===== config.mk =====
export PLATFORM = sky130hd
export DESIGN_NAME = servo_ctrl_top
export DESIGN_NICKNAME = d
export VERILOG_FILES = /design/src/hdl/servo_ctrl_pkg.sv /design/src/hdl/servo_cmd_wb_slave.sv /design/src/hdl/servo_move_planner.sv /design/src/hdl/servo_pwm_out.sv /design/src/hdl/servo_ctrl_top.sv
export VERILOG_INCLUDE_DIRS = /design/src /design/src/hdl
export SDC_FILE = /design/constraint.sdc
export NUM_CORES = 2
export LEC_CHECK = 0
export BUFFER_PORTS_ARGS = -buffer_cell sky130_fd_sc_hd__buf_2
export CAP_MARGIN = 15
export CORE_MARGIN = 2
export CORE_UTILIZATION = 50
export DETAILED_ROUTE_END_ITERATION = 8
export GPL_TIMING_DRIVEN = 0
export PLACE_DENSITY = 0.7
export SETUP_SLACK_MARGIN = 0.2
export SYNTH_ARGS = -nofsm -noshare
export SYNTH_HDL_FRONTEND = slang
export SYNTH_SLANG_ARGS = --single-unit

===== constraint.sdc =====
create_clock -name clk_4mhz -period 18.5 [get_ports clk_4mhz]
set_input_delay 5.55 -clock clk_4mhz [delete_from_list [all_inputs] [get_ports clk_4mhz]]
set_output_delay 5.55 -clock clk_4mhz [all_outputs]
set_load 0.05 [all_outputs]

===== src/hdl/servo_ctrl_params.svh =====
`ifndef SERVO_CTRL_PARAMS_SVH
`define SERVO_CTRL_PARAMS_SVH

// frame timing, 20 ms at 4 MHz
`define SERVO_FRAME_TICKS    80000
`define SERVO_TICKS_PER_US   4

// pulse limits in us
`define SERVO_CENTER_US      1500
`define SERVO_MIN_US         500
`define SERVO_MAX_US         2500

// move planner
`define SERVO_STARTUP_TICKS  2048
`define SERVO_MIN_RAMP_US    20     // at or below this the move is a jump
`define SERVO_RAMP_STEPS     16

`define SERVO_FIFO_DEPTH     4

`endif


===== src/hdl/servo_ctrl_pkg.sv =====
package servo_ctrl_pkg;

  typedef logic signed [15:0] pulse_us_t;     // pulse width, us
  typedef logic        [15:0] duration_us_t;  // per-step hold, us
  typedef logic        [8:0]  ramp_frac_t;    // fraction of 256

  typedef struct packed {
    pulse_us_t ch1;
    pulse_us_t ch2;
    pulse_us_t ch3;
  } servo_set_t;

  // duration sits in the top word, ch1 below it
  typedef struct packed {
    duration_us_t duration;
    servo_set_t   set;
  } servo_cmd_t;

  typedef struct packed {
    logic        cyc;
    logic        stb;
    logic        we;
    logic [1:0]  adr;
    logic [15:0] dat;
  } wb_req_t;

  typedef struct packed {
    logic        ack;
    logic [15:0] dat;
  } wb_rsp_t;

  typedef enum logic [2:0] {
    STARTUP,
    WAIT_CMD,
    LOAD,
    RAMP,
    ARRIVE
  } move_state_t;

endpackage


===== src/hdl/servo_cmd_wb_slave.sv =====
`timescale 1ns/1ps
`include "servo_ctrl_params.svh"

module servo_cmd_wb_slave import servo_ctrl_pkg::*;
(
  input  logic       clk_4mhz,
  input  logic       rst_4mhz,
  input  wb_req_t    wb_req,
  output wb_rsp_t    wb_rsp,
  output servo_cmd_t cmd,
  output logic       cmd_valid,
  input  logic       cmd_pop
);

  localparam int PTR_W = $clog2(`SERVO_FIFO_DEPTH);

  logic [15:0]      stage_q [4];  // ch1, ch2, ch3 targets, then duration
  logic             ack_q;
  logic [15:0]      rdat_q;
  servo_cmd_t       fifo_mem [`SERVO_FIFO_DEPTH];
  logic [PTR_W-1:0] wr_ptr;
  logic [PTR_W-1:0] rd_ptr;
  logic [PTR_W:0]   count;
  logic             req;
  logic             push_req;
  logic             full;
  logic             accept;
  logic             push;
  logic             pop;

  // ************************************************************
  // bus side
  // ************************************************************
  assign req      = wb_req.cyc && wb_req.stb && !ack_q;  // no repeat ack on a held stb
  assign push_req = wb_req.we && (wb_req.adr == 2'd3);
  assign full     = (count == (PTR_W + 1)'(`SERVO_FIFO_DEPTH));
  assign accept   = req && !(push_req && full);        // duration write stalls while full
  assign push     = accept && push_req;
  assign pop      = cmd_pop && cmd_valid;

  always_ff @(posedge clk_4mhz)
  begin
    if (rst_4mhz)
    begin
      ack_q <= 1'b0;
    end
    else
    begin
      ack_q <= accept;
    end
  end

  always_ff @(posedge clk_4mhz)
  begin
    if (accept)
    begin
      rdat_q <= stage_q[wb_req.adr];  // old word on a write
      if (wb_req.we)
      begin
        stage_q[wb_req.adr] <= wb_req.dat;
      end
    end
    if (push)
    begin
      fifo_mem[wr_ptr] <= '{duration: wb_req.dat,
                            set: '{ch1: stage_q[0], ch2: stage_q[1], ch3: stage_q[2]}};
    end
  end

  assign wb_rsp = '{ack: ack_q, dat: rdat_q};

  // ************************************************************
  // command fifo, show-ahead
  // ************************************************************
  always_ff @(posedge clk_4mhz)
  begin
    if (rst_4mhz)
    begin
      wr_ptr <= '0;
      rd_ptr <= '0;
      count  <= '0;
    end
    else
    begin
      if (push)
      begin
        wr_ptr <= wr_ptr + 1'b1;
      end
      if (pop)
      begin
        rd_ptr <= rd_ptr + 1'b1;
      end
      case ({push, pop})
        2'b10:   count <= count + 1'b1;
        2'b01:   count <= count - 1'b1;
        default: count <= count;
      endcase
    end
  end

  assign cmd       = fifo_mem[rd_ptr];
  assign cmd_valid = (count != '0);

endmodule


===== src/hdl/servo_move_planner.sv =====
`timescale 1ns/1ps
`include "servo_ctrl_params.svh"

module servo_move_planner import servo_ctrl_pkg::*;
(
  input  logic       clk_4mhz,
  input  logic       rst_4mhz,
  input  servo_cmd_t cmd,
  input  logic       cmd_valid,
  output logic       cmd_pop,
  output servo_set_t target
);

  localparam int BOOT_W = $clog2(`SERVO_STARTUP_TICKS) + 1;
  localparam int STEP_W = $clog2(`SERVO_RAMP_STEPS) + 1;
  localparam int TICK_W = 18;  // 16-bit duration times 4

  move_state_t        state_q;
  move_state_t        state_d;
  logic [BOOT_W-1:0]  startup_cnt;
  logic [STEP_W-1:0]  step_idx;
  logic [TICK_W-1:0]  tick_cnt;
  logic [TICK_W-1:0]  step_len;
  duration_us_t       dur_q;
  pulse_us_t          start_q [3];
  logic signed [16:0] diff_q [3];
  pulse_us_t          tgt_q [3];
  pulse_us_t          goal [3];
  pulse_us_t          interp [3];
  ramp_frac_t         frac;
  logic               jump;
  logic               startup_done;
  logic               step_done;

  // raised cosine, (1 - cos(pi*k/16)) / 2 scaled to 256
  function automatic ramp_frac_t ramp_table(input logic [STEP_W-1:0] k);
    case (k)
      5'd0:    return 9'd0;
      5'd1:    return 9'd2;
      5'd2:    return 9'd10;
      5'd3:    return 9'd22;
      5'd4:    return 9'd37;
      5'd5:    return 9'd57;
      5'd6:    return 9'd79;
      5'd7:    return 9'd103;
      5'd8:    return 9'd128;
      5'd9:    return 9'd153;
      5'd10:   return 9'd177;
      5'd11:   return 9'd199;
      5'd12:   return 9'd219;
      5'd13:   return 9'd234;
      5'd14:   return 9'd246;
      5'd15:   return 9'd254;
      default: return 9'd256;
    endcase
  endfunction

  // start + diff*f/256, half rounds up
  function automatic pulse_us_t ramp_point(input pulse_us_t start,
                                           input logic signed [16:0] diff,
                                           input ramp_frac_t f);
    logic signed [26:0] prod;
    prod = diff * $signed({1'b0, f});
    return pulse_us_t'(start + ((prod + 27'sd128) >>> 8));
  endfunction

  assign goal[0] = cmd.set.ch1;
  assign goal[1] = cmd.set.ch2;
  assign goal[2] = cmd.set.ch3;

  assign frac         = ramp_table(step_idx);
  assign step_len     = TICK_W'(dur_q) * TICK_W'(`SERVO_TICKS_PER_US);
  assign step_done    = (tick_cnt == step_len - 1'b1);
  assign startup_done = (startup_cnt == BOOT_W'(`SERVO_STARTUP_TICKS - 1));
  assign jump = (cmd.duration <= `SERVO_MIN_RAMP_US) || cmd.duration[15];
  assign cmd_pop = (state_q == LOAD);  // fifo head is consumed here

  always_comb
  begin
    for (int i = 0; i < 3; i++)
    begin
      interp[i] = ramp_point(start_q[i], diff_q[i], frac);
    end
  end

  // ************************************************************
  // move FSM
  // ************************************************************
  always_comb
  begin
    state_d = state_q;
    case (state_q)
      STARTUP:  state_d = startup_done ? WAIT_CMD : STARTUP;
      WAIT_CMD: state_d = cmd_valid ? LOAD : WAIT_CMD;
      LOAD:     state_d = jump ? ARRIVE : RAMP;
      RAMP:     state_d = (step_done && step_idx == STEP_W'(`SERVO_RAMP_STEPS)) ? ARRIVE : RAMP;
      ARRIVE:   state_d = WAIT_CMD;
      default:  state_d = STARTUP;
    endcase
  end

  always_ff @(posedge clk_4mhz)
  begin
    if (rst_4mhz)
    begin
      state_q     <= STARTUP;
      startup_cnt <= '0;
      step_idx    <= '0;
      tick_cnt    <= '0;
      for (int i = 0; i < 3; i++)
      begin
        tgt_q[i] <= pulse_us_t'(`SERVO_CENTER_US);  // hold centre until first move
      end
    end
    else
    begin
      state_q <= state_d;
      if (state_q == STARTUP)
      begin
        startup_cnt <= startup_cnt + 1'b1;
      end
      if (state_q == LOAD)
      begin
        step_idx <= STEP_W'(1);
        tick_cnt <= '0;
        for (int i = 0; i < 3; i++)
        begin
          if (jump)
          begin
            tgt_q[i] <= goal[i];
          end
        end
      end
      else if (state_q == RAMP)
      begin
        for (int i = 0; i < 3; i++)
        begin
          if (tick_cnt == '0)
          begin
            tgt_q[i] <= interp[i];  // new step point, held step_len cycles
          end
        end
        if (step_done)
        begin
          tick_cnt <= '0;
          step_idx <= step_idx + 1'b1;
        end
        else
        begin
          tick_cnt <= tick_cnt + 1'b1;
        end
      end
    end
  end

  // move endpoints, taken while the command sits at the fifo head
  always_ff @(posedge clk_4mhz)
  begin
    if (state_q == LOAD)
    begin
      dur_q <= cmd.duration;
      for (int i = 0; i < 3; i++)
      begin
        start_q[i] <= tgt_q[i];
        diff_q[i]  <= goal[i] - tgt_q[i];
      end
    end
  end

  assign target = '{ch1: tgt_q[0], ch2: tgt_q[1], ch3: tgt_q[2]};

endmodule


===== src/hdl/servo_pwm_out.sv =====
`timescale 1ns/1ps
`include "servo_ctrl_params.svh"

module servo_pwm_out import servo_ctrl_pkg::*;
(
  input  logic       clk_4mhz,
  input  logic       rst_4mhz,
  input  servo_set_t target,
  output logic       servo_1,
  output logic       servo_2,
  output logic       servo_3
);

  localparam int CNT_W = $clog2(`SERVO_FRAME_TICKS);
  localparam int LIM_W = CNT_W + 1;

  logic [CNT_W-1:0] frame_cnt;
  logic             frame_wrap;
  pulse_us_t        tgt [3];
  pulse_us_t        width_q [3];
  logic [LIM_W-1:0] limit [3];
  logic [2:0]       pwm_q;

  function automatic pulse_us_t clamp_us(input pulse_us_t v);
    if (v[15] || v < `SERVO_MIN_US)
    begin
      return pulse_us_t'(`SERVO_MIN_US);
    end
    else if (v > `SERVO_MAX_US)
    begin
      return pulse_us_t'(`SERVO_MAX_US);
    end
    return v;
  endfunction

  assign tgt[0] = target.ch1;
  assign tgt[1] = target.ch2;
  assign tgt[2] = target.ch3;

  assign frame_wrap = (frame_cnt == CNT_W'(`SERVO_FRAME_TICKS - 1));

  always_comb
  begin
    for (int i = 0; i < 3; i++)
    begin
      limit[i] = LIM_W'(width_q[i]) * LIM_W'(`SERVO_TICKS_PER_US);  // width in ticks
    end
  end

  // ************************************************************
  // frame counter, width latches, comparators
  // ************************************************************
  always_ff @(posedge clk_4mhz)
  begin
    if (rst_4mhz)
    begin
      frame_cnt <= '0;
      pwm_q     <= '0;
      for (int i = 0; i < 3; i++)
      begin
        width_q[i] <= pulse_us_t'(`SERVO_CENTER_US);
      end
    end
    else
    begin
      frame_cnt <= frame_wrap ? '0 : frame_cnt + 1'b1;
      for (int i = 0; i < 3; i++)
      begin
        if (frame_wrap)
        begin
          width_q[i] <= clamp_us(tgt[i]);  // target only sampled at the wrap
        end
        pwm_q[i] <= (LIM_W'(frame_cnt) < limit[i]);  // lags frame_cnt by one cycle
      end
    end
  end

  assign servo_1 = pwm_q[0];
  assign servo_2 = pwm_q[1];
  assign servo_3 = pwm_q[2];

endmodule


===== src/hdl/servo_ctrl_top.sv =====
`timescale 1ns/1ps

module servo_ctrl_top import servo_ctrl_pkg::*;
(
  input  logic    clk_4mhz,
  input  logic    rst_4mhz,
  input  wb_req_t wb_req,
  output wb_rsp_t wb_rsp,
  output logic    servo_1,
  output logic    servo_2,
  output logic    servo_3
);

  servo_cmd_t cmd;        // fifo head
  logic       cmd_valid;
  logic       cmd_pop;
  servo_set_t target;     // planner output, sampled per frame

  servo_cmd_wb_slave servo_cmd_wb_slave_inst (
    .clk_4mhz  (clk_4mhz),
    .rst_4mhz  (rst_4mhz),
    .wb_req    (wb_req),
    .wb_rsp    (wb_rsp),
    .cmd       (cmd),
    .cmd_valid (cmd_valid),
    .cmd_pop   (cmd_pop)
  );

  servo_move_planner servo_move_planner_inst (
    .clk_4mhz  (clk_4mhz),
    .rst_4mhz  (rst_4mhz),
    .cmd       (cmd),
    .cmd_valid (cmd_valid),
    .cmd_pop   (cmd_pop),
    .target    (target)
  );

  servo_pwm_out servo_pwm_out_inst (
    .clk_4mhz  (clk_4mhz),
    .rst_4mhz  (rst_4mhz),
    .target    (target),
    .servo_1   (servo_1),
    .servo_2   (servo_2),
    .servo_3   (servo_3)
  );

endmodule


**Word-level counts from Yosys, hierarchy flattened**

Memory sizes are Yosys's and may differ from the RTL's. A register that Yosys moved wholly into a read port is not among the register bits.
Index checks and enable logic that the tools add are counted.

- Reduce and logical (&&, ||, !) cells: 24
- Muxes and demuxes: 70
- Eq/ne operators: 12
- Multipliers: 3
- Add/sub/neg operators: 18
- Order comparisons: 10
- Bitwise gates (word level): 9

Operator list:

| cell | number |
|---|---|
| $mux W16 | 24 |
| $add A24 B9 Y24 const B | 3 |
| $mul A17 B10 Y24 | 3 |
| $lt A17 B18 Y1 | 3 |
| $sub A16 B16 Y17 | 3 |
| $add A16 B16 Y16 | 3 |
| $gt A16 B13 Y1 const B | 3 |
| $lt A16 B10 Y1 const B | 3 |
| $mux W1 | 37 |
| $add A18 B1 Y18 const B | 1 |
| $eq A18 B18 Y1 | 1 |
| $logic_not A18 Y1 | 1 |
| $mux W18 | 1 |
| $sub A18 B1 Y18 const B | 1 |
| $add A17 B1 Y17 const B | 1 |
| $eq A17 B17 Y1 const B | 1 |
| $le A16 B5 Y1 const B | 1 |
| $pmux W3 S5 | 1 |
| $add A12 B1 Y12 const B | 1 |
| $eq A12 B11 Y1 const B | 1 |
| $mux W9 | 1 |
| $or A1 B1 Y1 | 9 |
| $logic_and A1 B1 Y1 | 8 |
| $eq A3 B2 Y1 const B | 2 |
| 19 further kinds | 33 |

- Bits in registers: 82
- ROM bits: 128
- Memory bits (writable): 515
- Word-level logic and storage cells: 165
- Memories: 7

Memories:

| name | depth | bits a word | read ports | clocked after Yosys merged registers in | write ports | RTL line | text |
|---|---|---|---|---|---|---|---|
| servo_cmd_wb_slave_inst.fifo_mem | 4 | 64 | 1 | 1 | 1 | servo_cmd_wb_slave.sv:20 | `` servo_cmd_t fifo_mem [`SERVO_FIFO_DEPTH]; `` |
| (name not given) | 16 | 8 | 1 | 0 | 0 | servo_move_planner.sv:37 | `case (k)` |
| servo_cmd_wb_slave_inst.stage_q | 4 | 16 | 4 | 1 | 1 | servo_cmd_wb_slave.sv:17 | `logic [15:0] stage_q [4];` |
| servo_move_planner_inst.diff_q | 3 | 17 | 3 | 0 | 3 | servo_move_planner.sv:26 | `logic signed [16:0] diff_q [3];` |
| servo_move_planner_inst.start_q | 3 | 16 | 3 | 0 | 3 | servo_move_planner.sv:25 | `pulse_us_t start_q [3];` |
| servo_move_planner_inst.tgt_q | 3 | 16 | 3 | 0 | 3 | servo_move_planner.sv:27 | `pulse_us_t tgt_q [3];` |
| 1 more memories | -- | -- | -- | -- | -- | -- |  |

**Logic depth before layout (Yosys ltp)**

An unclocked memory read counts as a cell.

- Depth after elaboration: 10
- Gate-level depth with buffers: 37
- Mapped depth without buffers: 35

**Cells and area by module**

A second synthesis with hierarchy kept.

- Cell total of the unflattened synthesis: 3822
- Area total of the unflattened synthesis: 44066.0 µm²

By module, submodules not included:

| module | instances | area an instance (µm²) | cells each |
|---|---|---|---|
| servo_move_planner | 1 | 27556.4 | 2935 |
| servo_cmd_wb_slave | 1 | 12553.3 | 495 |
| servo_pwm_out | 1 | 3956.3 | 392 |

**Worst setup path before layout**

Ideal clock, no wire load.

- Path kind: input port to flip-flop
- Start: input wb_req[17] (netlist bit)
- End: memory servo_cmd_wb_slave_inst.fifo_mem[0][0] (netlist bit) (enable)
- Setup time: 0.429 ns
- Arrival time: 8.558 ns
- Slack: 9.512 ns
- Buffers on the path: 0
- Cell stages on the path: 3
- Path through: and3_1 -> a41oi_1 -> and3_1

- Word-level cells in the longest chain between the ends: 8

Ends and longest elaborated chain:

| what | RTL line | text |
|---|---|---|
| from (decl) | servo_ctrl_top.sv:7 | `input wb_req_t wb_req,` |
| $eq A2 B2 Y1 | servo_cmd_wb_slave.sv:35 | `assign push_req = wb_req.we && (wb_req.adr == 2'd3);` |
| $logic_and A1 B1 Y1 | servo_cmd_wb_slave.sv:35 |  |
| $logic_and A1 B1 Y1 | servo_cmd_wb_slave.sv:37 | `assign accept = req && !(push_req && full);` |
| $logic_not A1 Y1 | servo_cmd_wb_slave.sv:37 |  |
| $logic_and A1 B1 Y1 | servo_cmd_wb_slave.sv:37 |  |
| via servo_cmd_wb_slave_inst.accept | servo_cmd_wb_slave.sv:27 | `logic accept;` |
| $logic_and A1 B1 Y1 | servo_cmd_wb_slave.sv:38 | `assign push = accept && push_req;` |
| $mux W1 | servo_cmd_wb_slave.sv:63 | `if (push)` |
| $mux W1 (implied by the code) | servo_cmd_wb_slave.sv:65 | `fifo_mem[wr_ptr] <= '{duration: wb_req.dat,` |
| to (decl) | servo_cmd_wb_slave.sv:20 |  |

The timed path passes the listed nets, and every way through them passes these cells.

==> summary.md <==
| Metric | Value |
|---|---|
| Slew headroom | 25.31% |
| Routed Antenna Nets | 0 |
| Max incr delay on CP | 0.81 ns |
| Fin nets | 4635 |
| Count leader, synth | inv_1 |
| Share of layout cells above drive strength 1 | 6.548% |
| FILL cells | 7211 |
| Clock Skew | 0.02423 ns |
| Number of detailed-route iterations in the first pass | 5 |
| Worst Path Max Fanout | 10 |
| Via count | 28000 |
| Worst-Skew Late Latency | 0.64 ns |
| Synth Flop Type | edfxtp_1 |
| Worst setup path category | flop to flop |
| CTS HTree Levels | 2 |
| CP max-delay cell | nor2b_1 |
| Postcts setup bufs | 0 |
| Hold Path End | servo_move_planner_inst.start_q[0][6] |
| Fin Setup TNS | 0 ns |
| Hold Crit Class | flop to flop |
| Initial antenna violation count | 1 |
| Longest Clk Path Bufs | 3 |
| Tcrit/Tclk final | 55.47% |
| Yosys warns | 0 |
| Power Dens Cells | 57.80 nW/um^2 |
| Asr flop ratio synth | 0% |
| Status | completed |
| Startpoint types | flop |
| CTS Buf Count | 57 |
| Post-synthesis cell type count | 73 |
| Critical R2R Launch | servo_move_planner_inst.step_idx[4] |
| Mapped Area | 43640 sq um |
| Seq/Total Area, Yosys | 40.76% |
| Slew @ Worst Pin | 1.110 ns |
| Avg Synthesized Cell Area | 11.58 sq um |
| Worst hold stages | 0 |
| Number of vias per cell | 5.495 |
| Root Buffer | clkbuf_16 |
| FF-to-FF End | servo_move_planner_inst.tgt_q[0][31] |
| Grt total ovfl | 0 |
| DRC viols | 0 |
| Placed Cells | 4990 |
| First-pass GRT wire length | 161500 um |
| LEAKAGE | 0.02080 uW |
| IO Count | 43 |
| DIE WIDTH | 299.4 um |
| TritonCTS clock tree | yes |
| Post-cts sizing count | 0 |
| Final Wtd Congestion | 0.9018 |
| Post-synth EDFFs | 547 |
| Area share of the leading cell type in the synthesized netlist | 37.64% |
| Post-synth top area cell | edfxtp_1 |
| Hold-fix buffers at CTS | 0 |
| Core area | 86620 sq um |
| Starting DRT DRC Count | 2171 |
| Clock sinks | 615 |
| Critical path's top delay family | adder cells |
| Vias in the first global route | 28330 |
| Crit path buf inv count | 6 |
| Largest net degree at the start of global routing | 103 |
| Setup violations, final | 0 |
| Starting Density | 50.38% |
| # rows | 108 |
| Critical Path Most Common Cell | fa_1 |
| R2R Setup Slk | 8.24 ns |
| Final std cells w/o fill | 5096 |
| GRT Overall Usage | 23.35% |
| Post-DP HPWL | 78900 um |
| Worst Path Required | 18.88 ns |
| Hold path startpoint | servo_move_planner_inst.tgt_q[0][6] |
| CP startpoint | servo_move_planner_inst.step_idx[4] |
| Arr. time, crit path | 10.65 ns |
| Fin. Hold Viols | 0 |
| Synth Instances | 3768 |
| Routed wire per std cell | 20.02 um |
| IO Port Bufs | 42 |
| Max-slew violation count | 0 |
| Final wirelength | 102000 um |
| Area Overhead vs Synth | 8.877% |
| Die Y | 299.4 um |
| Die Area | 89650 sq um |
| Reg2Reg Depth | 29 |
| Critical Path End Type | flop |
| Minimum clock period | 10.26 ns |
| Largest cells by area after synthesis | edfxtp_1 38%, fa_1 16%, ha_1 10% |
| Max rail drop VDD | 0.08656 mV |
| Max Fclk | 97.44 MHz |
| Worst-path clk slew | 0.06 ns |
| Yosys reg bits | 615 |
| RSZ-0062 raised after global routing | false |
| Max-cap violations | 0 |
| Synth top cells by count | 613 x inv_1, 547 x edfxtp_1, 360 x ha_1 |
## per-stage QoR
| stage | power (uW) | utilization, % | hold WS (ns) | cell area (sq um) | worst slack [ns] |
|---|---|---|---|---|---|
| after detailed placement | 1624 | 52.74 | 0.4347 | 45680 | 8.268 |
| after CTS | 2761 | 54.85 | 0.4477 | 47510 | 8.234 |
| after global placement | 1621 | 52.34 | 0.4320 | 45330 | 7.134 |
| final | 2746 | 54.85 | 0.4510 | 47510 | 8.237 |
| after global routing | 2816 | 54.85 | 0.4539 | 47510 | 7.564 |
| after floorplan | 1594 | - | 0.4261 | 43680 | 9.512 |
## how the worst max path moves through the flow
stage	endpoint	cells after the start
floorplan	servo_cmd_wb_slave_inst.fifo_mem[0][0]	3
global placement	servo_cmd_wb_slave_inst.fifo_mem[0][14]	4
detailed placement	servo_move_planner_inst.tgt_q[0][31]	29
CTS	servo_move_planner_inst.tgt_q[0][31]	29
global route	servo_move_planner_inst.tgt_q[0][31]	29
finish	servo_move_planner_inst.tgt_q[0][31]	29
## placed cells by master (no fill, tap or decap), types with 64 or more instances in the layout
cell / n
inv_1: 612
edfxtp_1: 547
ha_1: 360
fa_1: 358
nand2_1: 303
and2_1: 230
nor2_1: 181
xnor2_1: 128
a21oi_1: 118
clkbuf_1: 94
mux4_2: 81
xor2_1: 79
dfxtp_1: 68
o21ai_0: 65
nor3_1: 64
## layer usage
layer	wire length [um]	GRT usage, %	vias to the layer above
met3	5402	2.102	157
met2	49090	38.89	874
met1	44290	32.62	14010
li1	-	-	12960
met4	3237	7.429	0
met5	0	0	-
## where the power goes
group | total, uW | switching [uW] | internal (uW)
clock network | 1150 | 514 | 637
logic | 73.3 | 49.3 | 24.1
registers | 1520 | 7.45 | 1510
## flip-flops by register name, summed over array words and instances, names as in the netlist, 5 cells and up, named ones only
name,flops
servo_cmd_wb_slave_inst.rdat_q,16
servo_move_planner_inst.start_q,48
servo_cmd_wb_slave_inst.stage_q,64
servo_move_planner_inst.step_idx,5
servo_cmd_wb_slave_inst.fifo_mem,256
servo_move_planner_inst.diff_q,51
servo_move_planner_inst.startup_cnt,12
servo_move_planner_inst.tgt_q,48
servo_pwm_out_inst.frame_cnt,17
servo_move_planner_inst.tick_cnt,18
servo_move_planner_inst.dur_q,16
servo_pwm_out_inst.width_q,48
## cell type report
class                   count  area (sq um)  share of cell area [%]
clock buffers              65          1456                   3.066
clock inverters            40         366.6                  0.7716
flip-flops and latches    615         17790                   37.44
diodes                      1         2.502                0.005267
inverters                 613          2306                   4.854
repair buffers             56         483.0                   1.017
multi-input cells        2437         23210                   48.86
well taps                1155          1445                   3.042
plain buffers             114         451.7                  0.9507
## cells by family after synthesis
group / share of synthesized area (%)
compound gates: 5.864
xor+xnor: 4.155
fa+ha+maj: 26.75
buf+inv: 6.302
flops: 40.76
mux: 4.410
other cells: 0.008594
simple gates: 11.75
No activity file was read; power rests on OpenSTA's default activity.
